`src/memPkg.sv`:
```
// Scratchpad subsystem package with memory geometry, AXI response codes and port states
`default_nettype none

package memPkg;

   // Whole memory geometry
   localparam int unsigned NumWords     = 256;             // Data words over all banks
   localparam int unsigned DataWidth    = 32;              // Word width
   localparam int unsigned ByteWidth    = 8;               // Byte lane width
   localparam int unsigned BeWidth      = DataWidth / ByteWidth;  // Byte lanes per word
   localparam int unsigned AddrWidth    = $clog2(NumWords);       // Word address width

   // Logic bank split, banks take contiguous slices by top address bits
   localparam int unsigned NumBanks      = 4;
   localparam int unsigned BankSelWidth  = $clog2(NumBanks);      // Top bits picking the bank
   localparam int unsigned BankWords     = NumWords / NumBanks;   // Words in one bank
   localparam int unsigned BankAddrWidth = AddrWidth - BankSelWidth;

   // Bus side byte address, two extra bits for the byte offset
   localparam int unsigned AxiAddrWidth = AddrWidth + 2;

   // AXI response codes, only the two used here
   typedef enum logic [1:0] {
      RespOkay   = 2'b00,  // Normal access
      RespSlvErr = 2'b10   // Addressed bank asleep or gated
   } axiResp_e;

   // Front end states
   typedef enum logic [2:0] {
      StIdle,   // Waiting for AW+W or AR
      StWrite,  // Memory write issued
      StRead,   // Memory read issued
      StBResp,  // Write response phase
      StRResp   // Read response phase
   } portState_e;

endpackage : memPkg

`default_nettype wire

```
`src/axiLiteMemPort.sv`:
```
// AXI4-Lite slave front end, serializes bus transactions into single-cycle memory requests
`default_nettype none

module axiLiteMemPort
   import memPkg::*;
(
   input  logic                    clk_i,         // Clock
   input  logic                    rst_ni,        // Async reset, active low
   // AW channel
   input  logic [AxiAddrWidth-1:0] awaddr_i,
   input  logic                    awvalid_i,
   output logic                    awready_o,
   // W channel
   input  logic [DataWidth-1:0]    wdata_i,
   input  logic [BeWidth-1:0]      wstrb_i,
   input  logic                    wvalid_i,
   output logic                    wready_o,
   // B channel
   output axiResp_e                bresp_o,
   output logic                    bvalid_o,
   input  logic                    bready_i,
   // AR channel
   input  logic [AxiAddrWidth-1:0] araddr_i,
   input  logic                    arvalid_i,
   output logic                    arready_o,
   // R channel
   output logic [DataWidth-1:0]    rdata_o,
   output axiResp_e                rresp_o,
   output logic                    rvalid_o,
   input  logic                    rready_i,
   // Memory request side
   output logic                    memReq_o,      // One cycle request
   output logic                    memWe_o,       // Write enable
   output logic [AddrWidth-1:0]    memAddr_o,     // Word address
   output logic [DataWidth-1:0]    memWdata_o,    // Write data
   output logic [BeWidth-1:0]      memBe_o,       // Byte enables from wstrb
   input  logic [DataWidth-1:0]    memRdata_i,    // Read data, one cycle after request
   input  logic                    memBankOff_i   // Bank was off at the request
);

   portState_e state;    // Transaction phase
   logic       awHsk;    // AW and W transfer this edge
   logic       arHsk;    // AR transfer this edge
   logic       wrPend;   // Write side asking, blocks reads

   // Handshakes only happen in idle, readies are low elsewhere
   assign awHsk  = awready_o & awvalid_i & wready_o & wvalid_i;
   assign arHsk  = arready_o & arvalid_i;
   assign wrPend = awvalid_i | wvalid_i;

   // Memory request is the single cycle after acceptance
   assign memReq_o = (state == StWrite) || (state == StRead);
   assign memWe_o  = (state == StWrite);

   // Control FSM
   always_ff @(posedge clk_i or negedge rst_ni) begin
      if (!rst_ni) begin
         state     <= StIdle;
         awready_o <= 1'b0;
         wready_o  <= 1'b0;
         arready_o <= 1'b0;
         bvalid_o  <= 1'b0;
         rvalid_o  <= 1'b0;
      end else begin
         case (state)
            StIdle: begin
               if (awHsk) begin                      // Write accepted
                  awready_o <= 1'b0;
                  wready_o  <= 1'b0;
                  state     <= StWrite;
               end else if (arHsk) begin             // Read accepted
                  arready_o <= 1'b0;
                  state     <= StRead;
               end else if (awvalid_i && wvalid_i) begin
                  awready_o <= 1'b1;                 // Both write channels up, write wins
                  wready_o  <= 1'b1;
                  arready_o <= 1'b0;                 // Drop a read offer still pending
               end else if (arvalid_i && !wrPend) begin
                  arready_o <= 1'b1;
               end
            end
            StWrite: state <= StBResp;               // Memory sees the write here
            StRead:  state <= StRResp;               // Memory sees the read here
            StBResp: begin
               if (!bvalid_o) begin
                  bvalid_o <= 1'b1;                  // Flag sampled, response up
               end else if (bready_i) begin
                  bvalid_o <= 1'b0;
                  state    <= StIdle;
               end
            end
            StRResp: begin
               if (!rvalid_o) begin
                  rvalid_o <= 1'b1;                  // Data captured, response up
               end else if (rready_i) begin
                  rvalid_o <= 1'b0;
                  state    <= StIdle;
               end
            end
            default: state <= StIdle;
         endcase
      end
   end

   // Request and response payload
   always_ff @(posedge clk_i) begin
      if (awHsk) begin
         memAddr_o  <= awaddr_i[AxiAddrWidth-1 -: AddrWidth];  // Drop byte offset
         memWdata_o <= wdata_i;
         memBe_o    <= wstrb_i;                               // Strobe maps 1:1 to lanes
      end else if (arHsk) begin
         memAddr_o  <= araddr_i[AxiAddrWidth-1 -: AddrWidth];
         memBe_o    <= '0;                                    // No lanes on a read
      end
      // Held under back-pressure, only loaded once per response
      if (state == StBResp && !bvalid_o) begin
         bresp_o <= memBankOff_i ? RespSlvErr : RespOkay;
      end
      if (state == StRResp && !rvalid_o) begin
         rdata_o <= memRdata_i;                               // Zero from an off bank
         rresp_o <= memBankOff_i ? RespSlvErr : RespOkay;
      end
   end

endmodule : axiLiteMemPort

`default_nettype wire

```
`config.mk`:
```
export PLATFORM = sky130hd
export DESIGN_NAME = axiLiteMemPort
export DESIGN_NICKNAME = d
export VERILOG_FILES = /design/src/memPkg.sv /design/src/axiLiteMemPort.sv
export SDC_FILE = /design/constraint.sdc
export NUM_CORES = 1
export LEC_CHECK = 0
export BUFFER_PORTS_ARGS = -buffer_cell sky130_fd_sc_hd__buf_4
export CORE_ASPECT_RATIO = 1.4
export CORE_UTILIZATION = 30
export DETAILED_ROUTE_END_ITERATION = 6
export SYNTH_ARGS = -nofsm -noshare
export SYNTH_HDL_FRONTEND = slang
export SYNTH_SLANG_ARGS = --single-unit
```
`constraint.sdc`:
```
create_clock -name clk_i -period 9 [get_ports clk_i]
set_clock_uncertainty 0.2 [all_clocks]
set_input_delay 0.9 -clock clk_i [delete_from_list [all_inputs] [get_ports clk_i]]
set_output_delay 0.9 -clock clk_i [all_outputs]
set_load 0.005 [all_outputs]
```
# == Word level (Yosys, flattened, before mapping) ==
# Cells that the tools add are included.
# totals
ff_bits,87
out_inout_bits,87
wordCells,64
# op_classes
eq_ne,10
muxes,22
bitwise_logic,6
reduce_logical,15
# op_table
operator,count
3-bit 2-to-1 mux,6
8-bit 2-to-1 mux,2
3-bit case mux with 5 select lines,1
1-bit 2-to-1 mux,10
2-bit inequality test (second input constant),5
4-bit 2-to-1 mux,2
3-bit by 2-bit == test with 1-bit output (second input constant),2
3-bit AND reduction,2
5-bit AND reduction,1
1-bit AND,4
1-bit logical AND,4
2-bit nonzero test,2
3-bit by 1-bit == test with 1-bit output (second input constant),1
3-bit == test (second input constant),1
1-bit logical NOT,3
3-bit logical NOT,1
3-bit inequality test (second input constant),1
3-bit nonzero test,1
2-bit 2-to-1 mux,1
1-bit logical OR,1
1-bit NOT,1
1-bit OR,1

# == Depth between registers and ports, before layout ==
# logic_depth
word_depth,6
ltp_mapped,5
mapped_depth_nobuf,4

# == Worst setup path before layout ==
# No wires, ideal clock.
# synth_timing
path_kind,reg-to-reg
startpoint,register state[1]
endpoint,register rdata_o[0] (enable)
arrival_ps,2288
slack_ps,6089
stages_incl_launch_ff,4
path_buffers,1
synth_period_minus_slack_ps,2911
path_cell_list,dfrtp_1 > buf_6 > or3b_4 > nor2_1
# synth_via
elab_chain_len,2
# synth_lines
item,line_no,text
"start, declared",axiLiteMemPort.sv:41,portState_e state;
"start signal, assigned",axiLiteMemPort.sv:58,state <= StIdle;
"start signal, assigned",axiLiteMemPort.sv:70,state <= StWrite;
"start signal, assigned",axiLiteMemPort.sv:73,state <= StRead;
3-bit == test,axiLiteMemPort.sv:119,if (state == StRResp && !rvalid_o) begin
1-bit logical AND,axiLiteMemPort.sv:119,
"end signal, assigned",axiLiteMemPort.sv:120,rdata_o <= memRdata_i;
"end, declared",axiLiteMemPort.sv:27,"output logic [DataWidth-1:0] rdata_o,"
# No other way between the ends.
# A chain may end at the register's enable or synchronous reset.

# == Worst setup path after layout ==
# layout_timing
startpoint,input wvalid_i
endpoint,register memWdata_o[20] (enable)
# layout_via
elab_chain_len,1
# layout_lines
item,line_no,text
"start, declared",axiLiteMemPort.sv:16,"input logic wvalid_i,"
1-bit AND,axiLiteMemPort.sv:47,assign awHsk = awready_o & awvalid_i & wready_o & wvalid_i;
"end signal, assigned",axiLiteMemPort.sv:109,memWdata_o <= wdata_i;
"end, declared",axiLiteMemPort.sv:35,"output logic [DataWidth-1:0] memWdata_o,"
# No other way between the ends.

==> metrics.json <==
{
  "io_pins": {"value": 183},
  "final-hold-violation-count": {"value": 0},
  "final_nets": {"value": 437},
  "detail-route-antenna-nets": {"value": 0},
  "yosysSeqAreaShare": {"value": 0.867},
  "setup_viol_count_final": {"value": 0},
  "total_negative_slack": {"value": 0, "unit": "ns"},
  "timing_max_transition_violations_final": {"value": 0},
  "final_common_cell": {"value": "sky130_fd_sc_hd__buf_4"},
  "clk_latency": {"value": 0.32, "unit": "ns"},
  "dieHeight": {"value": 118, "unit": "um"},
  "die-width": {"value": 85.1, "unit": "um"},
  "yosys_warnings": {"value": 0},
  "drt_first_pass_iters": {"value": 4},
  "worstReg2RegStart": {"value": "wready_o"},
  "reg_power_frac": {"value": 0.487},
  "critical_path.startpoint_type": {"value": "primary input"},
  "tritoncts_clock_tree": {"value": "yes"},
  "outcome": {"value": "finished clean"},
  "synth_compound_area_frac": {"value": 0.0203},
  "crit_path_end_kind": {"value": "flop"},
  "core_area": {"value": 9410, "unit": "um^2"},
  "finalWeightedCongestion": {"value": 0.714},
  "worstMarginPinSlew": {"value": 0.842, "unit": "ns"},
  "average_cell_area_after_synthesis": {"value": 18.3, "unit": "um^2"},
  "antenna-diode-count": {"value": 0},
  "switchingPower": {"value": 0.285, "unit": "mW"},
  "worst-endpoint-required": {"value": 8.75, "unit": "ns"},
  "drc": {"value": 0},
  "first_pass_grt_wire_length": {"value": 10200, "unit": "um"},
  "crit_fanout": {"value": 45},
  "cts_root_buffer": {"value": "sky130_fd_sc_hd__clkbuf_16"},
  "grt_start_max_net_pins": {"value": 46},
  "setup.worst_path.class": {"value": "primary input to flop"},
  "synth_largest_type_area_fraction": {"value": 0.807},
  "worst-r2r-setup-slack": {"value": 6.80, "unit": "ns"},
  "netlist-cell-type-count": {"value": 26},
  "critical_path_arrival": {"value": 2.18, "unit": "ns"},
  "post_synth_mux_area_share": {"value": 0.00388},
  "cts_num_sinks": {"value": 85},
  "netlist_instances": {"value": 159},
  "cts_buffers": {"value": 9},
  "grt.overflow.total": {"value": 0},
  "die_area": {"value": 10100, "unit": "um^2"},
  "fraction_of_layout_cells_with_a_size_suffix_above_1": {"value": 0.566},
  "drv.max_cap_violation_count": {"value": 0},
  "initialDrtViolationCount": {"value": 69},
  "leading_cell_types_in_the_layout_fill_and_taps_excluded": {"value": "sky130_fd_sc_hd__buf_4 (177), sky130_fd_sc_hd__edfxtp_1 (78), sky130_fd_sc_hd__nand2_1 (33)"},
  "powerDensity": {"value": 251, "unit": "nW/um^2"},
  "start_util": {"value": 0.309},
  "floorplan.rows": {"value": 42},
  "synth_top_family_by_area": {"value": "simple AND/OR/NAND/NOR gates"},
  "place_hpwl": {"value": 5290, "unit": "um"},
  "vias_in_the_first_global_route": {"value": 1956},
  "synthesis.area": {"value": 2900, "unit": "um^2"},
  "cts.htree.levels": {"value": 3},
  "synth_xor_area_frac": {"value": 0.00302},
  "postCtsHoldBufs": {"value": 0},
  "postCtsResizedCells": {"value": 0},
  "p_total": {"value": 1.16, "unit": "mW"},
  "ir_worst_vdd": {"value": 0.147, "unit": "mV"},
  "synth_simple_gate_area_frac": {"value": 0.0866},
  "maxSlewHeadroom": {"value": 0.438},
  "p_comb_frac": {"value": 0.218},
  "synth.top_cells.by_area": {"value": "sky130_fd_sc_hd__edfxtp_1 (81%), sky130_fd_sc_hd__dfrtp_1 (6.0%), sky130_fd_sc_hd__nand2_1 (4.3%)"},
  "internal_power": {"value": 0.871, "unit": "mW"},
  "post-cts-setup-buffer-count": {"value": 0},
  "worst_r2r_path_depth": {"value": 2},
  "antenna_found_initial": {"value": 0},
  "via_count": {"value": 1919},
  "power_switching_share": {"value": 0.246},
  "cts.reportedPaths.clkPinSlew": {"value": 0.06, "unit": "ns"},
  "max-clock-path-buffers": {"value": 2},
  "routed_wl": {"value": 6990, "unit": "um"},
  "rr_endpoint": {"value": "memWdata_o[20]"},
  "relative_contribution_of_the_clock_network_to_total_power": {"value": 0.294},
  "grt_setup_unrepaired": {"value": "false"},
  "total_grt_usage": {"value": 0.140},
  "fin_crit_sh": {"value": 0.270},
  "detail_route.vias_per_cell": {"value": 4.24},
  "ys_ff_latch": {"value": 85},
  "worst_min_delay_path_category": {"value": "primary input to asynchronous set/reset pin"},
  "max_freq": {"value": 0.412, "unit": "GHz"},
  "port-buffer-count": {"value": 176},
  "timing.final.crit_period": {"value": 2.43, "unit": "ns"},
  "post_synth_top_area_cell": {"value": "sky130_fd_sc_hd__edfxtp_1"},
  "cellLeakagePower": {"value": 1.98, "unit": "nW"},
  "drt-wirelength-per-cell": {"value": 15.4, "unit": "um"},
  "syn2layout_area_growth": {"value": 58.4, "unit": "%"},
  "synth_fa_ha_area_frac": {"value": 0}
}
worst max-delay path by stage:
stage / startpoint / end
after floorplan: state[1] / rdata_o[0]
after global placement: wvalid_i / memWdata_o[10]
after detailed placement: wvalid_i / memWdata_o[10]
after CTS: wvalid_i / memWdata_o[24]
after global routing: wvalid_i / memAddr_o[7]
final: wvalid_i / memWdata_o[20]
cells in the mapped netlist:
| master | instances |
|---|---|
| sky130_fd_sc_hd__a21o_1 | 1 |
| sky130_fd_sc_hd__a21oi_1 | 2 |
| sky130_fd_sc_hd__a31oi_1 | 3 |
| sky130_fd_sc_hd__and2_1 | 5 |
| sky130_fd_sc_hd__buf_2 | 2 |
| sky130_fd_sc_hd__buf_4 | 3 |
| sky130_fd_sc_hd__buf_6 | 1 |
| sky130_fd_sc_hd__clkbuf_1 | 1 |
| sky130_fd_sc_hd__conb_1 | 1 |
| sky130_fd_sc_hd__dfrtp_1 | 7 |
| sky130_fd_sc_hd__edfxtp_1 | 78 |
| sky130_fd_sc_hd__inv_2 | 1 |
| sky130_fd_sc_hd__mux2_1 | 1 |
| sky130_fd_sc_hd__nand2_1 | 33 |
| sky130_fd_sc_hd__nand2b_1 | 1 |
| sky130_fd_sc_hd__nand2b_4 | 1 |
| sky130_fd_sc_hd__nand3_1 | 3 |
| sky130_fd_sc_hd__nand3b_1 | 2 |
| sky130_fd_sc_hd__nor2_1 | 5 |
| sky130_fd_sc_hd__nor2b_1 | 1 |
| sky130_fd_sc_hd__nor3_2 | 1 |
| sky130_fd_sc_hd__o211ai_1 | 1 |
| sky130_fd_sc_hd__o21ai_0 | 2 |
| sky130_fd_sc_hd__o21ai_1 | 1 |
| sky130_fd_sc_hd__or3b_4 | 1 |
| sky130_fd_sc_hd__xnor2_1 | 1 |
state kept, by name, indices dropped and copies added (netlist names):
register and cells:
arready_o 1, bresp_o 1, bvalid_o 1, memAddr_o 8, memBe_o 4, memWdata_o 32, rdata_o 32, rresp_o 1
rvalid_o 1, state 3, wready_o 1
area by class of cell:
| cell class | count | area, um^2 |
|---|---|---|
| Clock buffer | 10 | 229 |
| Clock inverter | 3 | 40.0 |
| Fill cell | 850 | 4810 |
| Inverter | 1 | 3.75 |
| Multi-Input combinational cell | 67 | 340 |
| Sequential cell | 85 | 2520 |
| Tap cell | 110 | 138 |
| Timing Repair Buffer | 177 | 1330 |
worst max-delay path, stage by stage:
cell	delay, ns
sky130_fd_sc_hd__buf_4	0.10
sky130_fd_sc_hd__nand3_1	0.37
sky130_fd_sc_hd__inv_2	0.79
through the flow:
step           hold slack (ns)  setup slack (ns)  cells  instance area [um^2]  utilization
2_1_floorplan            0.306              6.09    160                  2910            -
3_3_place_gp             0.317              6.16    440                  4330        0.460
3_5_place_dp             0.321              6.18    440                  4330        0.460
4_1_cts                  0.167              6.53    453                  4600        0.489
5_1_grt                  0.161              6.39    453                  4600        0.489
6_report                 0.176              6.57    453                  4600        0.489
per-layer routing:
| layer | vias up | part of all wire | GRT usage |
|---|---|---|---|
| li1 | 937 | - | - |
| met1 | 895 | 0.34 | 0.139 |
| met2 | 80 | 0.58 | 0.260 |
| met3 | 7 | 0.068 | 0.0454 |
| met4 | 0 | 0.016 | 0.0636 |
| met5 | - | 0 | 0 |
cell families after synthesis:
family          after synthesis
other cells                   1
buf+inv                       8
simple gates                 53
xor+xnor                      1
mux                           1
compound gates               10
flops                        85
power by group through the flow:
stage / Clock [mW] / Combinational [mW] / Sequential (mW)
floorplan: 0 / 0.104 / 0.567
global placement: 0 / 0.252 / 0.567
detailed placement: 0 / 0.257 / 0.571
CTS: 0.347 / 0.258 / 0.564
global route: 0.362 / 0.276 / 0.573
finish: 0.340 / 0.252 / 0.563
No activity file was read; power rests on OpenSTA's default activity.
